### config.mk
export PLATFORM = sky130hd
export DESIGN_NAME = sump_trigger_top
export DESIGN_NICKNAME = d
export VERILOG_FILES = /design/src/hdl/sump_pkg.sv /design/src/hdl/sump_cmd_decoder.sv /design/src/hdl/sump_cmd_rx.sv /design/src/hdl/sump_trigger_top.sv /design/src/hdl/trigger_sequencer.sv /design/src/hdl/trigger_stage.sv
export SDC_FILE = /design/constraint.sdc
export NUM_CORES = 1
export LEC_CHECK = 0
export BUFFER_PORTS_ARGS = -buffer_cell sky130_fd_sc_hd__buf_2
export CAP_MARGIN = 15
export CORE_ASPECT_RATIO = 0.5
export CORE_MARGIN = 2
export CORE_UTILIZATION = 62
export DETAILED_ROUTE_END_ITERATION = 12
export PLACE_DENSITY = 0.8
export SETUP_SLACK_MARGIN = 0.02
export SYNTH_ARGS = -nofsm -noshare
export SYNTH_HDL_FRONTEND = slang
export SYNTH_SLANG_ARGS = --single-unit
### constraint.sdc
create_clock -name clk_i -period 4.77 [get_ports clk_i]
set_clock_uncertainty 0.15 [all_clocks]
set_input_delay 1.431 -clock clk_i [delete_from_list [all_inputs] [get_ports clk_i]]
set_output_delay 1.431 -clock clk_i [all_outputs]
set_load 0.1 [all_outputs]
### src/hdl/sump_pkg.sv
`default_nettype none

package sump_pkg;

  // One UART data byte
  typedef logic [7:0] byte_t;

  // One probe sample, also used as the argument of a long command
  typedef logic [31:0] probe_word_t;

  // Normalized command, arg is zero for short commands
  typedef struct packed {
    byte_t       opcode;
    probe_word_t arg;
  } sump_cmd_t;

  // Per-stage trigger setup
  typedef struct packed {
    probe_word_t mask;
    probe_word_t value;
    logic        last;
  } stage_cfg_t;

  // Short commands
  localparam byte_t OP_RESET = 8'h00;
  localparam byte_t OP_ARM   = 8'h01;

  // Long commands, stage k adds 4*k to the base opcode
  localparam byte_t OP_TRIG_MASK   = 8'hC0;
  localparam byte_t OP_TRIG_VALUE  = 8'hC1;
  localparam byte_t OP_TRIG_CONFIG = 8'hC2;

  // Bits of a stage opcode that select the command kind
  localparam byte_t OP_STAGE_KIND_MASK = 8'hC3;

endpackage

`default_nettype wire

### src/hdl/sump_cmd_decoder.sv
`default_nettype none
`timescale 1ns/1ps

module sump_cmd_decoder #(
  parameter int NUM_STAGES = 4
) (
  input  logic                                  clk_i,
  input  logic                                  rst_in,
  input  sump_pkg::sump_cmd_t                   cmd_i,
  input  logic                                  cmd_stb_i,
  output sump_pkg::stage_cfg_t [NUM_STAGES-1:0] cfg_o,
  output logic                                  arm_o,
  output logic                                  clear_o
);

  import sump_pkg::*;

  logic [3:0] stage_idx;
  byte_t      kind_op;

  // Stage number sits above the two kind bits
  assign stage_idx = cmd_i.opcode[5:2];
  assign kind_op   = cmd_i.opcode & OP_STAGE_KIND_MASK;

  always_ff @(posedge clk_i) begin
    if (!rst_in) begin
      cfg_o   <= '0;
      arm_o   <= 1'b0;
      clear_o <= 1'b0;
    end else begin
      arm_o   <= cmd_stb_i && (cmd_i.opcode == OP_ARM);
      clear_o <= cmd_stb_i && (cmd_i.opcode == OP_RESET);

      if (cmd_stb_i) begin
        if (cmd_i.opcode == OP_RESET) begin
          cfg_o <= '0;
        end

        // Stages past NUM_STAGES never match an index here
        for (int k = 0; k < NUM_STAGES; k++) begin
          if (stage_idx == 4'(k)) begin
            case (kind_op)
              OP_TRIG_MASK: begin
                cfg_o[k].mask <= cmd_i.arg;
              end
              OP_TRIG_VALUE: begin
                cfg_o[k].value <= cmd_i.arg;
              end
              OP_TRIG_CONFIG: begin
                cfg_o[k].last <= cmd_i.arg[0];
              end
              default: ;
            endcase
          end
        end
      end
    end
  end

  // A decoded arm or clear is always a single-cycle pulse
  a_pulse_single: assert property (@(posedge clk_i) disable iff (!rst_in)
    (arm_o || clear_o) |=> !(arm_o || clear_o));

endmodule

`default_nettype wire

### src/hdl/sump_cmd_rx.sv
`default_nettype none
`timescale 1ns/1ps

module sump_cmd_rx #(
  parameter int CLK_PER_BIT = 8
) (
  input  logic                clk_i,
  input  logic                rst_in,
  input  logic                rx_i,
  output sump_pkg::sump_cmd_t cmd_o,
  output logic                cmd_stb_o
);

  import sump_pkg::*;

  typedef enum logic [2:0] {
    ST_IDLE,
    ST_START,
    ST_SAMPLE,
    ST_STOP,
    ST_WAIT_HIGH
  } rx_state_e;

  localparam int CNT_W = $clog2(CLK_PER_BIT + 1);

  rx_state_e        state;
  logic [CNT_W-1:0] smpl_cnt;
  logic [CNT_W-1:0] smpl_limit;
  logic             take_smpl;
  logic [3:0]       bit_cnt;
  logic [2:0]       byte_cnt;
  byte_t            shift_q;
  byte_t            rx_byte;
  byte_t            opcode_q;
  probe_word_t      arg_q;
  logic             byte_done;
  logic             cmd_done;

  // Half a bit after the start edge, then one full bit per sample
  assign smpl_limit = (state == ST_START) ? CNT_W'(CLK_PER_BIT / 2) : CNT_W'(CLK_PER_BIT);
  assign take_smpl  = (smpl_cnt == smpl_limit - 1'b1);

  // Data arrives LSB first
  assign rx_byte   = {rx_i, shift_q[7:1]};
  assign byte_done = (state == ST_SAMPLE) && take_smpl && (bit_cnt == 4'd7);

  // Opcode MSB clear means a one-byte command
  assign cmd_done  = byte_done && (((byte_cnt == 3'd0) && !rx_byte[7]) || (byte_cnt == 3'd4));

  always_ff @(posedge clk_i) begin
    if (!rst_in) begin
      state    <= ST_IDLE;
      smpl_cnt <= '0;
      bit_cnt  <= '0;
      byte_cnt <= '0;
    end else begin
      case (state)
        ST_IDLE: begin
          smpl_cnt <= '0;
          bit_cnt  <= '0;
          if (!rx_i) begin
            state <= ST_START;
          end
        end
        ST_START: begin
          smpl_cnt <= smpl_cnt + 1'b1;
          if (take_smpl) begin
            smpl_cnt <= '0;
            state    <= ST_SAMPLE;
          end
        end
        ST_SAMPLE: begin
          smpl_cnt <= smpl_cnt + 1'b1;
          if (take_smpl) begin
            smpl_cnt <= '0;
            bit_cnt  <= bit_cnt + 1'b1;
            if (bit_cnt == 4'd7) begin
              bit_cnt <= '0;
              state   <= ST_STOP;
              if (cmd_done) begin
                byte_cnt <= '0;
              end else begin
                byte_cnt <= byte_cnt + 1'b1;
              end
            end
          end
        end
        ST_STOP: begin
          smpl_cnt <= smpl_cnt + 1'b1;
          if (take_smpl) begin
            state <= ST_WAIT_HIGH;
          end
        end
        ST_WAIT_HIGH: begin
          if (rx_i) begin
            state <= ST_IDLE;
          end
        end
        default: state <= ST_IDLE;
      endcase
    end
  end

  always_ff @(posedge clk_i) begin
    if (!rst_in) begin
      cmd_stb_o <= 1'b0;
    end else begin
      cmd_stb_o <= cmd_done;
    end
  end

  always_ff @(posedge clk_i) begin
    if ((state == ST_SAMPLE) && take_smpl) begin
      shift_q <= rx_byte;
    end
    if (byte_done) begin
      if (byte_cnt == 3'd0) begin
        opcode_q <= rx_byte;
      end else begin
        // Argument bytes come little-endian
        arg_q <= {rx_byte, arg_q[31:8]};
      end
    end
    if (cmd_done) begin
      if (byte_cnt == 3'd0) begin
        cmd_o.opcode <= rx_byte;
        cmd_o.arg    <= '0;
      end else begin
        cmd_o.opcode <= opcode_q;
        cmd_o.arg    <= {rx_byte, arg_q[31:8]};
      end
    end
  end

  a_bit_cnt_range: assert property (@(posedge clk_i) disable iff (!rst_in) bit_cnt < 4'd8);
  a_byte_cnt_range: assert property (@(posedge clk_i) disable iff (!rst_in) byte_cnt <= 3'd5);

endmodule

`default_nettype wire

### src/hdl/sump_trigger_top.sv
`default_nettype none
`timescale 1ns/1ps

module sump_trigger_top #(
  parameter int NUM_STAGES  = 4,
  parameter int CLK_PER_BIT = 8
) (
  input  logic                  clk_i,
  input  logic                  rst_in,
  input  logic                  rx_i,
  input  sump_pkg::probe_word_t probe_i,
  output logic                  trig_req_o,
  output sump_pkg::probe_word_t trig_data_o,
  input  logic                  trig_ack_i
);

  import sump_pkg::*;

  sump_cmd_t                    cmd;
  logic                         cmd_stb;
  stage_cfg_t  [NUM_STAGES-1:0] cfg;
  logic                         arm;
  logic                         clear;
  logic                         armed;
  logic        [NUM_STAGES-1:0] stage_en;
  logic        [NUM_STAGES-1:0] fired;
  logic        [NUM_STAGES-1:0] last;
  probe_word_t [NUM_STAGES-1:0] snapshot;

  sump_cmd_rx #(
    .CLK_PER_BIT(CLK_PER_BIT)
  ) i_cmd_rx (
    .clk_i    (clk_i),
    .rst_in   (rst_in),
    .rx_i     (rx_i),
    .cmd_o    (cmd),
    .cmd_stb_o(cmd_stb)
  );

  sump_cmd_decoder #(
    .NUM_STAGES(NUM_STAGES)
  ) i_cmd_decoder (
    .clk_i    (clk_i),
    .rst_in   (rst_in),
    .cmd_i    (cmd),
    .cmd_stb_i(cmd_stb),
    .cfg_o    (cfg),
    .arm_o    (arm),
    .clear_o  (clear)
  );

  // Each stage is enabled by the one before it
  for (genvar k = 0; k < NUM_STAGES; k++) begin : g_stage
    if (k == 0) begin : g_first
      assign stage_en[k] = armed;
    end else begin : g_chain
      assign stage_en[k] = fired[k-1];
    end

    assign last[k] = cfg[k].last;

    trigger_stage i_stage (
      .clk_i     (clk_i),
      .rst_in    (rst_in),
      .armed_i   (armed),
      .enable_i  (stage_en[k]),
      .probe_i   (probe_i),
      .cfg_i     (cfg[k]),
      .fired_o   (fired[k]),
      .snapshot_o(snapshot[k])
    );
  end

  trigger_sequencer #(
    .NUM_STAGES(NUM_STAGES)
  ) i_sequencer (
    .clk_i      (clk_i),
    .rst_in     (rst_in),
    .arm_i      (arm),
    .clear_i    (clear),
    .fired_i    (fired),
    .last_i     (last),
    .snapshot_i (snapshot),
    .armed_o    (armed),
    .trig_req_o (trig_req_o),
    .trig_data_o(trig_data_o),
    .trig_ack_i (trig_ack_i)
  );

endmodule

`default_nettype wire

### src/hdl/trigger_sequencer.sv
`default_nettype none
`timescale 1ns/1ps

module trigger_sequencer #(
  parameter int NUM_STAGES = 4
) (
  input  logic                                   clk_i,
  input  logic                                   rst_in,
  input  logic                                   arm_i,
  input  logic                                   clear_i,
  input  logic [NUM_STAGES-1:0]                  fired_i,
  input  logic [NUM_STAGES-1:0]                  last_i,
  input  sump_pkg::probe_word_t [NUM_STAGES-1:0] snapshot_i,
  output logic                                   armed_o,
  output logic                                   trig_req_o,
  output sump_pkg::probe_word_t                  trig_data_o,
  input  logic                                   trig_ack_i
);

  typedef enum logic [1:0] {
    ST_IDLE,
    ST_ARMED,
    ST_REQ,
    ST_WAIT_ACK_LOW
  } seq_state_e;

  seq_state_e state;
  logic       hit;
  logic [3:0] sel_idx;

  assign hit = |(fired_i & last_i);

  // Lowest fired stage marked last wins
  always_comb begin
    sel_idx = '0;
    for (int k = NUM_STAGES - 1; k >= 0; k--) begin
      if (fired_i[k] && last_i[k]) begin
        sel_idx = 4'(k);
      end
    end
  end

  // Stages stay armed until the handshake has fully closed
  assign armed_o    = (state != ST_IDLE);
  assign trig_req_o = (state == ST_REQ);

  always_ff @(posedge clk_i) begin
    if (!rst_in) begin
      state <= ST_IDLE;
    end else begin
      case (state)
        ST_IDLE: begin
          if (arm_i) begin
            state <= ST_ARMED;
          end
        end
        ST_ARMED: begin
          if (clear_i) begin
            state <= ST_IDLE;
          end else if (hit) begin
            state <= ST_REQ;
          end
        end
        ST_REQ: begin
          if (trig_ack_i) begin
            state <= ST_WAIT_ACK_LOW;
          end
        end
        ST_WAIT_ACK_LOW: begin
          if (!trig_ack_i) begin
            state <= ST_IDLE;
          end
        end
        default: state <= ST_IDLE;
      endcase
    end
  end

  always_ff @(posedge clk_i) begin
    if ((state == ST_ARMED) && hit) begin
      trig_data_o <= snapshot_i[sel_idx];
    end
  end

  // Request and data hold until the host acknowledges
  a_req_held: assert property (@(posedge clk_i) disable iff (!rst_in)
    (trig_req_o && !trig_ack_i) |=> (trig_req_o && $stable(trig_data_o)));

endmodule

`default_nettype wire

### src/hdl/trigger_stage.sv
`default_nettype none
`timescale 1ns/1ps

module trigger_stage (
  input  logic                 clk_i,
  input  logic                 rst_in,
  input  logic                 armed_i,
  input  logic                 enable_i,
  input  sump_pkg::probe_word_t probe_i,
  input  sump_pkg::stage_cfg_t  cfg_i,
  output logic                 fired_o,
  output sump_pkg::probe_word_t snapshot_o
);

  logic match;
  logic fire;

  // Only bits set in the mask take part in the compare
  assign match = ((probe_i ^ cfg_i.value) & cfg_i.mask) == '0;
  assign fire  = armed_i && enable_i && match && !fired_o;

  always_ff @(posedge clk_i) begin
    if (!rst_in) begin
      fired_o <= 1'b0;
    end else if (!armed_i) begin
      fired_o <= 1'b0;
    end else if (fire) begin
      // Sticky until the trigger is disarmed
      fired_o <= 1'b1;
    end
  end

  always_ff @(posedge clk_i) begin
    if (!armed_i) begin
      snapshot_o <= '0;
    end else if (fire) begin
      snapshot_o <= probe_i;
    end
  end

endmodule

`default_nettype wire

Yosys cells after proc, flatten, opt, wreduce, memory -nomap -nowiden:

Index checks and enable logic that the tools add are counted.

* add/subtract/negate cells: 4
* $lt $le $gt $ge: 1
* eq/ne operators: 27
* multiplexer cells: 44
* bitwise operators: 10
* reductions and logical operators: 49

Operators by type and width (number)
* $mux W32: 9
* $mux W260: 1
* $mux W65: 4
* $and A32 B32 Y32: 4
* $logic_not A32 Y1: 4
* $xor A32 B32 Y32: 4
* $bmux W32 S2: 1
* $mux W40: 1
* $logic_and A1 B1 Y1: 22
* $mux W3: 7
* $mux W2: 9
* $mux W4: 4
* $pmux W3 S5: 1
* $eq A4 B4 Y1 const B: 3
* $pmux W4 S3: 1
* $ne A2 B1 Y1 const B: 5
* $add A4 B1 Y4 const B: 2
* $eq A4 B2 Y1 const B: 2
* $eq A8 B1 Y1 const B: 1
* $logic_not A8 Y1: 1
* $ne A2 B2 Y1 const B: 4
* $pmux W2 S4: 1
* $pmux W4 S2: 1
* $reduce_and A2 Y1: 4
* 27 further kinds: 39

* bits in registers: 531
* input port bits: 36
* output and inout bits: 33
* logic and storage cells: 169

Logic depth before layout (Yosys ltp):

Gate-level depths: netlist (run 1).

* depth after elaboration: 8
* mapped depth: 8
* depth with buffers taken out: 7

Hierarchy:

A second synthesis (run 1) with hierarchy kept.

* cells, all modules: 2018
* area total of the unflattened synthesis: 22048.6 um^2

Modules (own cells, without submodules)
* sump_cmd_decoder: times used 1, cells each 906, area each 9452.8 um^2
* trigger_stage: times used 4, cells each 198, area each 1779.2 um^2
* sump_cmd_rx: times used 1, cells each 230, area each 3538.4 um^2
* trigger_sequencer: times used 1, cells each 90, area each 1940.6 um^2

Worst setup path before layout (run 1):

OpenSTA, ideal clock, no wires.

* path type: flip-flop to flip-flop
* start point: register g_stage[0].i_stage.fired_o
* end point: register i_sequencer.trig_data_o[0] (enable)
* setup time: 0.468 ns
* arrival time: 3.076 ns
* setup slack: 1.076 ns
* cell stages (with the launch flop): 4
* buffers on the path: 0
* cell sequence: dfxtp_1 > a22o_1 > and3b_1 > nor3b_1

* longest elaborated chain between the ends: 3

Ends and longest elaborated chain
* from (decl): RTL line trigger_stage.sv:11 `output logic fired_o,`
* from (signal assigned): RTL line trigger_stage.sv:24 `fired_o <= 1'b0;`
* from (signal assigned): RTL line trigger_stage.sv:26 `fired_o <= 1'b0;`
* from (signal assigned): RTL line trigger_stage.sv:29 `fired_o <= 1'b1;`
* $and A4 B4 Y4: RTL line trigger_sequencer.sv:31 `assign hit = |(fired_i & last_i);`
* $reduce_or A4 Y1: RTL line trigger_sequencer.sv:31
* $logic_and A1 B1 Y1: RTL line trigger_sequencer.sv:80 `if ((state == ST_ARMED) && hit) begin`
* to (signal assigned): RTL line trigger_sequencer.sv:81 `trig_data_o <= snapshot_i[sel_idx];`
* to (decl): RTL line trigger_sequencer.sv:16 `output sump_pkg::probe_word_t trig_data_o,`

Every way passes these cells.
A chain may end at the register's enable or synchronous reset.

Worst setup path in the final report (run 1):

* start point: input port probe_i[20]
* end point: register g_stage[2].i_stage.snapshot_o[18]

* longest elaborated chain between the ends: 5

Ends and longest elaborated chain
* from (decl): RTL line sump_trigger_top.sv:11 `input sump_pkg::probe_word_t probe_i,`
* $xor A32 B32 Y32: RTL line trigger_stage.sv:19 `assign match = ((probe_i ^ cfg_i.value) & cfg_i.mask) == '0;`
* $and A32 B32 Y32: RTL line trigger_stage.sv:19
* $logic_not A32 Y1: RTL line trigger_stage.sv:19
* $logic_and A1 B1 Y1 (2 in series): RTL line trigger_stage.sv:20 `assign fire = armed_i && enable_i && match && !fired_o;`
* to (signal assigned): RTL line trigger_stage.sv:37 `snapshot_o <= probe_i;`
* to (decl): RTL line trigger_stage.sv:12 `output sump_pkg::probe_word_t snapshot_o`

Every way passes these cells.

==> key figures, run 1 <==
Route
  • Post-detailed-route DRC marker count: 0
  • Number of iterations in the first detailed-routing pass: 6
  • Antenna-violating nets left: 0
  • Average detailed-routed wire length per instance: approximately 22 um
  • Detailed-route vias per instance: 6.11
  • Detailed-route via count: 14800
  • Detailed Route Iter0 Violations: 1717
  • Overall routed net length: 52.9 mm

Timing
  • Setup violators final: 0
  • Final hold vios: 0
  • Sum Neg Setup Slack: 0 ns
  • Achievable frequency: 292 MHz
  • Post-route worst setup slack: 1.35 ns
  • Worst-case headroom to the max-slew limit: 0.321
  • Worst slew pin tran: 1.02 ns
  • Final period utilization: 0.717
  • Final number of max-transition violations: 0
  • Final min period: 3.42 ns
  • Setup repair after global routing missed its margin: no

Finish
  • Synth-to-layout area growth: 9.06%
  • Finished Core Util: 0.685
  • Leading cell type in the layout, fill and taps excluded: dfxtp_1
  • Final non-filler cell area: 23500 um^2
  • Highest-count cells in the layout ignoring fill and taps: dfxtp_1, a22oi_1, nor2b_1, nand2_1, xor2_1
  • Count of antenna diodes in the layout: 0
  • Nets: between 1500 and 2000
  • Layout cell share with drive strength beyond 1: 0.122

Clocking
  • Max H-tree Level: 2
  • Total of hold buffers inserted after clock tree synthesis: 0
  • TritonCTS Sinks: 522
  • CTS Root Buffer Type: clkbuf_16
  • CTS clk-pin slew, worst paths: around 0.07 ns
  • Post-CTS Setup Bufs: 0
  • Total CTS buffers: 44
  • Number of resized instances in the post-cts repair step: 0
  • Longest Clk Path Bufs: 3
  • TritonCTS clock tree: yes
  • Source-to-sink clock delay at the later pin of the worst-skew pair: ~0.56 ns

Logic synthesis
  • Share of synthesized registers carrying an async set or reset: 0
  • Post-synthesis sequential element count: 522
  • Gate Count Post-Synth: 1970
  • Post-synthesis sequential area ratio: 0.536
  • Yosys warning total: 0
  • Post-synth EDFFs: 111
  • Synth Net Count: about 2000
  • Ranking of synthesized cells by area: dfxtp_1, edfxtp_1, a22oi_1
  • Synthesized area: 21600 um^2
  • Post-synthesis cell type with the largest combined area: dfxtp_1
  • Avg Inst Size Synth: 11.0 um^2
  • Fraction of post-synthesis cell area in the top cell type by area: 0.381
  • Number of distinct library cells after synthesis: 53
  • Dominant register cell in the synthesized netlist: dfxtp_1

Power and ir drop
  • Areal power density over the cells: 366 nW/um^2
  • Max VDD drop: roughly 0.23 mV
  • Cell leakage power: ~8.7 nW

Place
  • Cell Area, Placed: 22000 um^2
  • Global placement routability congestion: 0.863
  • Number of input and output port buffers inserted: 68
  • Post-detail-place hpwl: 32.7 mm
  • Setup slack at placement: approximately 0.75 ns

Floorplanning
  • Number of placement rows: between 40 and 50
  • Area of the core: 34400 um^2
  • I/O pin total: 69
  • Die Wd: 268 um
  • Initial standard-cell utilization of the core: 0.628
  • DIE AREA: ~36000 um^2
  • Height of the die: 136 um

GRT
  • Vias in the first global route: 14200
  • Met2 GRT Util: 0.450
  • Most Crowded Layer GR: met2
  • Maximum number of pins on one net before global-route repair: 132
  • Global route total overflow: 0
  • Global-route total usage across every layer: 0.289
  • GR Layer Usage met1: 0.412
  • First-pass GRT wire length: between 80 and 90 mm
  • Met3 track demand over resource: 0.0616
  • Number of antenna violations at the first check in global routing: 0

Setup path
  • Capturing element type of the critical path: flip-flop
  • WP data required: 5.05 ns
  • Classification of the worst setup path: in -> reg
  • Crit path arrival time: 3.70 ns
  • Maximum fanout along the worst path: 29
  • Category of the worst setup path launch point: input port

Job
  • Max-capacitance violation count: 0

Min path
  • Hold Path Class: reg -> reg

Outcome
  • Status: finished clean
registers in the layout, summed over array words and instances (netlist names), named ones only:
register	cells
i_cmd_rx.cmd_o	40
i_cmd_decoder.cfg_o	260
i_cmd_rx.arg_q	24
i_cmd_rx.opcode_q	8
g_stage.i_stage.fired_o	4
i_cmd_rx.byte_cnt	3
i_cmd_decoder.clear_o	1
i_cmd_rx.state	3
i_cmd_rx.bit_cnt	4
i_sequencer.trig_data_o	32
g_stage.i_stage.snapshot_o	128
i_cmd_rx.shift_q	7
i_sequencer.state	1
i_cmd_decoder.arm_o	1
i_cmd_rx.cmd_stb_o	1
i_cmd_rx.smpl_cnt	4
cell usage after synthesis (3+ instances only):
master / n
dfxtp_1: 411
a22oi_1: 297
nor2b_1: 266
nand2_1: 183
clkbuf_1: 144
xor2_1: 130
mux2i_1: 129
edfxtp_1: 111
and2_1: 39
mux4_2: 32
buf_1: 28
nor2_1: 27
nand3_1: 19
a21oi_1: 13
nand4_1: 10
a22o_1: 9
buf_6: 9
mux2_2: 9
a221oi_1: 8
buf_2: 8
inv_1: 7
nand2b_1: 6
nor3_1: 6
nor3b_1: 6
a21boi_0: 5
o21ai_0: 5
a222oi_1: 4
and3_1: 4
ha_1: 4
nand3b_1: 3
nand4_4: 3
nor3_2: 3
o21ai_1: 3
o21bai_1: 3
o22ai_1: 3
stage by stage:
step                std cells  total power [mW]  hold slack (ns)
finish                   2431              8.61            0.291
global route             2431              8.83            0.302
CTS                      2431              8.64            0.292
detailed placement       2351              4.93            0.277
global placement         2351              4.93            0.270
floorplan                1970              4.86            0.267
layer usage:
metal	routed length (um)	vias up	share of wire
met5	0	-	0
met2	23600	643	0.45
met1	23100	7266	0.44
met3	5080	91	0.096
li1	-	6849	-
met4	1040	0	0.020
kinds of logic after synthesis:
family	Yosys count	share of synthesized area
adder cells (fa/ha/maj)	4	0.00232
AO/OA/AOI/OAI	361	0.125
multiplexers	170	0.0979
flip-flops	522	0.536
AND/OR/NAND/NOR	586	0.148
buffers and inverters	196	0.0377
XOR/XNOR	131	0.0532
cell type report:
class | count | area [um^2]
Fill cell | 2544 | 10800
Multi-Input combinational cell | 1252 | 9270
Inverter | 7 | 26.3
Clock inverter | 17 | 184
Clock buffer | 63 | 1330
Tap cell | 475 | 594
Sequential cell | 522 | 11600
Timing Repair Buffer | 95 | 574
worst paths after layout:
| kind | from | end | slack [ns] | cells after the start |
|---|---|---|---|---|
| setup / recovery | probe_i[20] | g_stage[2].i_stage.snapshot_o[18] | 1.35 | 8 |
| hold / removal | i_cmd_rx.arg_q[20] | i_cmd_rx.arg_q[12] | 0.29 | 0 |
| setup reg to reg | i_cmd_rx.smpl_cnt[0] | i_cmd_rx.byte_cnt[1] | 1.75 | 6 |
| hold reg to reg | i_cmd_rx.arg_q[20] | i_cmd_rx.arg_q[12] | 0.29 | 0 |
power breakdown:
| part | total [mW] | leakage [nW] | switching [mW] | internal [mW] |
|---|---|---|---|---|
| clock network | 3.78 | 0.762 | 1.63 | 2.15 |
| registers | 4.53 | 4.25 | 0.0276 | 4.50 |
| logic | 0.301 | 3.69 | 0.176 | 0.125 |
| total | 8.61 | 8.70 | 1.83 | 6.78 |
critical path, cell delays in order:
cell	delay (ns)
buf_2	0.15
xor2_1	0.15
a2111oi_0	0.59
nand3_1	0.24
nor3_2	0.34
nand4_4	0.21
buf_4	0.37
mux2i_1	0.18
Note: power is estimated with default switching activity, not from simulation.
==> inputs of run 2 (changes only) <==
==> constraint.sdc (replaced) <==
create_clock -name clk_i -period 3.5 [get_ports clk_i]
set_clock_uncertainty 0.15 [all_clocks]
set_input_delay 1.05 -clock clk_i [delete_from_list [all_inputs] [get_ports clk_i]]
set_output_delay 1.05 -clock clk_i [all_outputs]
set_load 0.1 [all_outputs]
==> key figures, run 2 (synthesis gave the netlist of run 1 again) <==
Job
  • Max-capacitance violation count: 0

Timing
  • Final min period: 2.95 ns
  • Post-route worst setup slack: 0.547 ns
  • Worst-case headroom to the max-slew limit: 0.416
  • Worst Hold Slack: 0.290 ns
  • Final number of max-transition violations: 0
  • Setup repair after global routing missed its margin: no
  • Achievable frequency: ~340 MHz
  • Final hold vios: 0
  • Sum Neg Setup Slack: 0 ns
  • Setup violators final: 0
  • Worst slew pin tran: 0.874 ns
  • Final period utilization: 0.844

Setup path
  • Cell depth of the worst flop-to-flop path: 7
  • Capturing element type of the critical path: flip-flop
  • Max stage delay cell, worst path: a2111oi_2
  • R2r endpoint: g_stage[3].i_stage.snapshot_o[20]
  • Register-to-register path setup slack: 0.72 ns
  • WP data required: around 3.8 ns
  • Category of the worst setup path launch point: input port
  • Source of the critical timing path: probe_i[20]
  • CP Cell Sequence: buf_2 > xor2_1 > a2111oi_2 > nand3_1 > nor3_2 > nand4_4 > buf_12 > mux2i_1
  • Classification of the worst setup path: in -> reg
  • Maximum fanout along the worst path: 33
  • Capture point of the critical path: g_stage[3].i_stage.snapshot_o[20]
  • Crit path arrival time: 3.24 ns
  • Delay of the slowest cell on the worst path: 0.61 ns

Power and ir drop
  • Total Power: 11.6 mW
  • Cell leakage power: 8.77 nW
  • Internal Power: 9.14 mW
  • Fraction of power spent switching nets: 0.216
  • Areal power density over the cells: 491 nW/um^2
  • Portion of total power attributed to sequential cells: 0.530
  • Relative contribution of combinational cells to total power: 0.036
  • Clock power share: 0.434
  • Net Sw Power: 2.51 mW
  • Max VDD drop: 0.330 mV

Route
  • Detailed Route Iter0 Violations: 1659
  • Antenna-violating nets left: 0
  • Post-detailed-route DRC marker count: 0
  • Number of iterations in the first detailed-routing pass: 7
  • Overall routed net length: roughly 53 mm
  • Detailed-route vias per instance: approximately 6.1
  • Detailed-route via count: roughly 15000
  • Average detailed-routed wire length per instance: 21.6 um

Clocking
  • Max H-tree Level: 2
  • Total of hold buffers inserted after clock tree synthesis: 0
  • Post-CTS Setup Bufs: 0
  • Source-to-sink clock delay at the later pin of the worst-skew pair: 0.56 ns
  • Number of resized instances in the post-cts repair step: 0
  • Longest Clk Path Bufs: 3
  • TritonCTS clock tree: yes
  • Total CTS buffers: 44
  • CTS clk-pin slew, worst paths: 0.07 ns
  • CTS Root Buffer Type: clkbuf_16
  • TritonCTS Sinks: 522

Floorplanning
  • Die Wd: 268 um
  • Height of the die: 136 um
  • Number of placement rows: 48
  • DIE AREA: 36400 um^2
  • Area of the core: 34400 um^2
  • Initial standard-cell utilization of the core: 0.628
  • I/O pin total: between 60 and 70

Place
  • Placed cell count: 2367
  • Global placement routability congestion: 0.844
  • Post-detail-place hpwl: ~33 mm
  • Cell Area, Placed: approximately 22000 um^2
  • Number of input and output port buffers inserted: between 60 and 70
  • Setup slack at placement: 0.101 ns

Finish
  • Number of fill cells: 2490
  • Layout cell share with drive strength beyond 1: 0.126
  • Highest-count cells in the layout ignoring fill and taps: dfxtp_1, a22oi_1, nor2b_1, nand2_1, xor2_1
  • Nets: 1978
  • Synth-to-layout area growth: 9.83%
  • Finished Core Util: 0.690
  • Registers with the most flip-flops: i_cmd_decoder.cfg_o (260), g_stage.i_stage.snapshot_o (128), i_cmd_rx.cmd_o (40)
  • Count of antenna diodes in the layout: 0
  • Largest register by flop count: i_cmd_decoder.cfg_o
  • Area taken by flip-flops and latches: 11600 um^2
  • Multi-input combinational cell area: around 9300 um^2
  • Flip-flop count of the largest register, all copies and words added: 260
  • Layout Cells excl Fill: 2447
  • Leading cell type in the layout, fill and taps excluded: dfxtp_1
  • Final non-filler cell area: 23700 um^2

GRT
  • First-pass GRT wire length: 81.4 mm
  • Global-route total usage across every layer: 0.290
  • Maximum number of pins on one net before global-route repair: between 100 and 150
  • Vias in the first global route: 14200
  • Global route total overflow: 0
  • Number of antenna violations at the first check in global routing: 0

Outcome
  • Status: finished clean

Min path
  • Hold Path Class: reg -> reg
run 2: cell types whose count changed in the layout (fill, tap and decap cells not counted):
cell / previous run / this run
buf_4: 25 / 35
inv_4: 0 / 1
clkbuf_8: 11 / 5
clkinv_1: 0 / 4
buf_12: 2 / 8
nor3b_2: 1 / 0
bufinv_16: 4 / 3
inv_1: 8 / 7
clkinvlp_4: 0 / 3
clkinv_2: 12 / 8
clkbuf_16: 46 / 48
nor3b_4: 0 / 1
clkbuf_1: 6 / 8
run 2: power groups by stage:
stage          Combinational (mW)  Sequential, mW  Clock (mW)
4_1_cts                     0.415            6.17        5.08
2_1_floorplan               0.336            6.28           0
6_report                    0.421            6.17        5.05
5_1_grt                     0.457            6.18        5.31
3_5_place_dp                0.412            6.31           0
3_3_place_gp                0.408            6.31           0
run 2: layer usage:
| layer | wire [um] | part of all wire | track usage |
|---|---|---|---|
| met1 | 23500 | 0.44 | 0.414 |
| met2 | 23200 | 0.44 | 0.449 |
| met3 | 5070 | 0.096 | 0.0594 |
| met4 | 1170 | 0.022 | 0.0854 |
| met5 | 0 | 0 | 0 |
run 2: critical path, delay by kind of cell:
kind,cells,cell delay [ns]
buf+inv,2,0.40
simple gates,3,0.82
xor+xnor,1,0.18
mux,1,0.15
compound gates,1,0.61
run 2: cell type report:
| class | instances | area share |
|---|---|---|
| clock buffers | 61 | 0.0548 |
| clock inverters | 19 | 0.00734 |
| repair buffers | 111 | 0.0325 |
| well taps | 475 | 0.0251 |
| flip-flops and latches | 522 | 0.488 |
| inverters | 7 | 0.00111 |
| multi-input cells | 1252 | 0.391 |
run 2: worst min-delay path by stage:
stage / startpoint / to / slack, ns / cells past startpoint
final: i_cmd_rx.arg_q[17] / i_cmd_rx.arg_q[9] / 0.29 / 0
after global routing: i_cmd_rx.arg_q[20] / i_cmd_rx.arg_q[12] / 0.30 / 0
after CTS: i_cmd_rx.arg_q[17] / i_cmd_rx.arg_q[9] / 0.29 / 0
after detailed placement: i_cmd_rx.arg_q[17] / i_cmd_rx.arg_q[9] / 0.28 / 0
after global placement: i_cmd_rx.arg_q[29] / i_cmd_rx.arg_q[21] / 0.27 / 0
after floorplan: i_cmd_rx.arg_q[18] / i_cmd_rx.arg_q[10] / 0.27 / 0
==> inputs of run 3 (changes only) <==
==> constraint.sdc (replaced) <==
create_clock -name clk_i -period 3.1 [get_ports clk_i]
set_clock_uncertainty 0.15 [all_clocks]
set_input_delay 0.93 -clock clk_i [delete_from_list [all_inputs] [get_ports clk_i]]
set_output_delay 0.93 -clock clk_i [all_outputs]
set_load 0.1 [all_outputs]
==> key figures, run 3 (synthesis gave the netlist of run 1 again) <==
Timing
  • Setup repair after global routing missed its margin: no
  • Final min period: 2.86 ns
  • Post-route worst setup slack: 0.244 ns
  • Worst Hold Slack: a little under 0.3 ns
  • Final number of max-transition violations: 0
  • Setup violators final: 0
  • Final hold vios: 0
  • Final period utilization: 0.921
  • Achievable frequency: 350 MHz
  • Worst-case headroom to the max-slew limit: 0.384
  • Worst slew pin tran: between 0.9 and 1 ns

Setup path
  • Cell depth of the worst flop-to-flop path: 7
  • WP data required: 3.39 ns
  • Buffering stage count on the worst path with inverters included: 1
  • Maximum fanout along the worst path: 32
  • Source of the critical timing path: i_cmd_rx.cmd_o[34]
  • Register-to-register path setup slack: 0.24 ns
  • Launch point of the worst reg-to-reg path: i_cmd_rx.cmd_o[34]
  • Crit path arrival time: around 3.2 ns
  • Max stage delay cell, worst path: nor4_1
  • Capturing element type of the critical path: flip-flop
  • R2r endpoint: i_cmd_decoder.cfg_o[155]
  • Category of the worst setup path launch point: flip-flop
  • Classification of the worst setup path: reg -> reg
  • Top cell family by delay on the critical path: simple AND/OR/NAND/NOR gates
  • CP Cell Sequence: nor3_1 > nand2_1 > nor4_1 > o21bai_2 > buf_4 > a22oi_1 > nor2b_1
  • Delay of the slowest cell on the worst path: 0.74 ns

Finish
  • Count of antenna diodes in the layout: 0
  • Registers with the most flip-flops: i_cmd_decoder.cfg_o (260), g_stage.i_stage.snapshot_o (128), i_cmd_rx.cmd_o (40)
  • Layout cell share with drive strength beyond 1: 0.125
  • Leading cell type in the layout, fill and taps excluded: dfxtp_1
  • Number of fill cells: approximately 2500
  • Highest-count cells in the layout ignoring fill and taps: dfxtp_1, a22oi_1, nor2b_1, nand2_1, xor2_1
  • Synth-to-layout area growth: 9.99%
  • Finished Core Util: 0.691
  • Nets: 1987
  • Largest register by flop count: i_cmd_decoder.cfg_o
  • Flip-flop count of the largest register, all copies and words added: 260

Min path
  • Origin of the worst min-delay path: i_cmd_rx.arg_q[31]
  • Worst Hold Endpoint: i_cmd_rx.arg_q[23]
  • Hold Path Class: reg -> reg
  • Worst hold path stage count: 0

Clocking
  • Source-to-sink clock delay at the later pin of the worst-skew pair: roughly 0.55 ns
  • CTS Root Buffer Type: clkbuf_16
  • Max H-tree Level: 2
  • Total CTS buffers: 44
  • TritonCTS clock tree: yes
  • Post-CTS Setup Bufs: 0
  • CTS clk-pin slew, worst paths: 0.07 ns
  • Number of resized instances in the post-cts repair step: 0
  • Longest Clk Path Bufs: 3
  • Total of hold buffers inserted after clock tree synthesis: 0
  • TritonCTS Sinks: 522

Power and ir drop
  • Max VDD drop: 0.461 mV
  • Total Power: between 10 and 15 mW
  • Cell leakage power: 8.79 nW
  • Areal power density over the cells: ~540 nW/um^2

Job
  • Max-capacitance violation count: 0

Route
  • Detailed-route vias per instance: 6.09
  • Detailed-route via count: 14900
  • Antenna-violating nets left: 0
  • Post-detailed-route DRC marker count: 0
  • Number of iterations in the first detailed-routing pass: 6
  • Detailed Route Iter0 Violations: 1609
  • Overall routed net length: ~53 mm
  • Average detailed-routed wire length per instance: 21.8 um

Outcome
  • Status: finished clean

Floorplanning
  • Height of the die: 136 um
  • DIE AREA: between 30000 and 40000 um^2
  • Die Wd: approximately 270 um
  • I/O pin total: slightly below 70
  • Initial standard-cell utilization of the core: 0.628
  • Area of the core: 34400 um^2
  • Number of placement rows: 48

Place
  • Post-detail-place hpwl: 34.3 mm
  • Global placement routability congestion: 0.870
  • Number of input and output port buffers inserted: 68
  • Setup slack at placement: -0.146 ns

GRT
  • First-pass GRT wire length: just over 80 mm
  • Number of antenna violations at the first check in global routing: 0
  • Global route total overflow: 0
  • Vias in the first global route: ~14000
  • Maximum number of pins on one net before global-route repair: 79
  • Global-route total usage across every layer: 0.294
-- run 3: changes by cell type in the layout (fill, tap and decap cells not counted), moves of 2 or more --
cell,change
clkinv_1,-4
buf_4,+3
bufinv_16,-2
clkbuf_1,+9
clkinv_2,-4
clkinvlp_4,-3
buf_12,+5
-- run 3: layer usage --
layer / track usage / up-vias / share of wire
li1: - / 6904 / -
met1: 0.414 / 7293 / 0.44
met2: 0.448 / 632 / 0.44
met3: 0.0773 / 92 / 0.097
met4: 0.0829 / 0 / 0.024
met5: 0 / - / 0
-- run 3: how the worst max path moves through the flow --
stage	cells past startpoint	end	slack, ns
finish	7	i_cmd_decoder.cfg_o[155]	0.24
global route	7	i_cmd_decoder.cfg_o[145]	0.17
CTS	2	trig_req_o	0.35
detailed placement	8	g_stage[2].i_stage.snapshot_o[22]	-0.15
global placement	8	g_stage[2].i_stage.snapshot_o[6]	-0.13
floorplan	1	trig_req_o	0.23
-- run 3: report_power, final --
part / total, mW / internal, mW / switching, mW / leakage, nW
clock network: 5.42 / 2.98 / 2.44 / 0.675
registers: 6.97 / 6.93 / 0.0433 / 4.25
logic: 0.483 / 0.203 / 0.280 / 3.87
total: 12.9 / 10.1 / 2.76 / 8.79
-- run 3: layout make-up --
cell class              count  area [um^2]  share of cell area
flip-flops and latches    522        11600               0.487
multi-input cells        1252         9280               0.391
clock buffers              69         1310              0.0551
repair buffers            120          907              0.0382
well taps                 475          594              0.0250
clock inverters             7         62.6             0.00264
inverters                   7         26.3             0.00111
-- run 3: metrics by stage --
step                      instance area [um^2]  std cells  TNS [ns]
final                                    23700       2452         0
after global routing                     23700       2452         0
after CTS                                23700       2452         0
after detailed placement                 22400       2376     -6.85
after global placement                   22400       2375     -5.87
after floorplan                          21600       1970         0
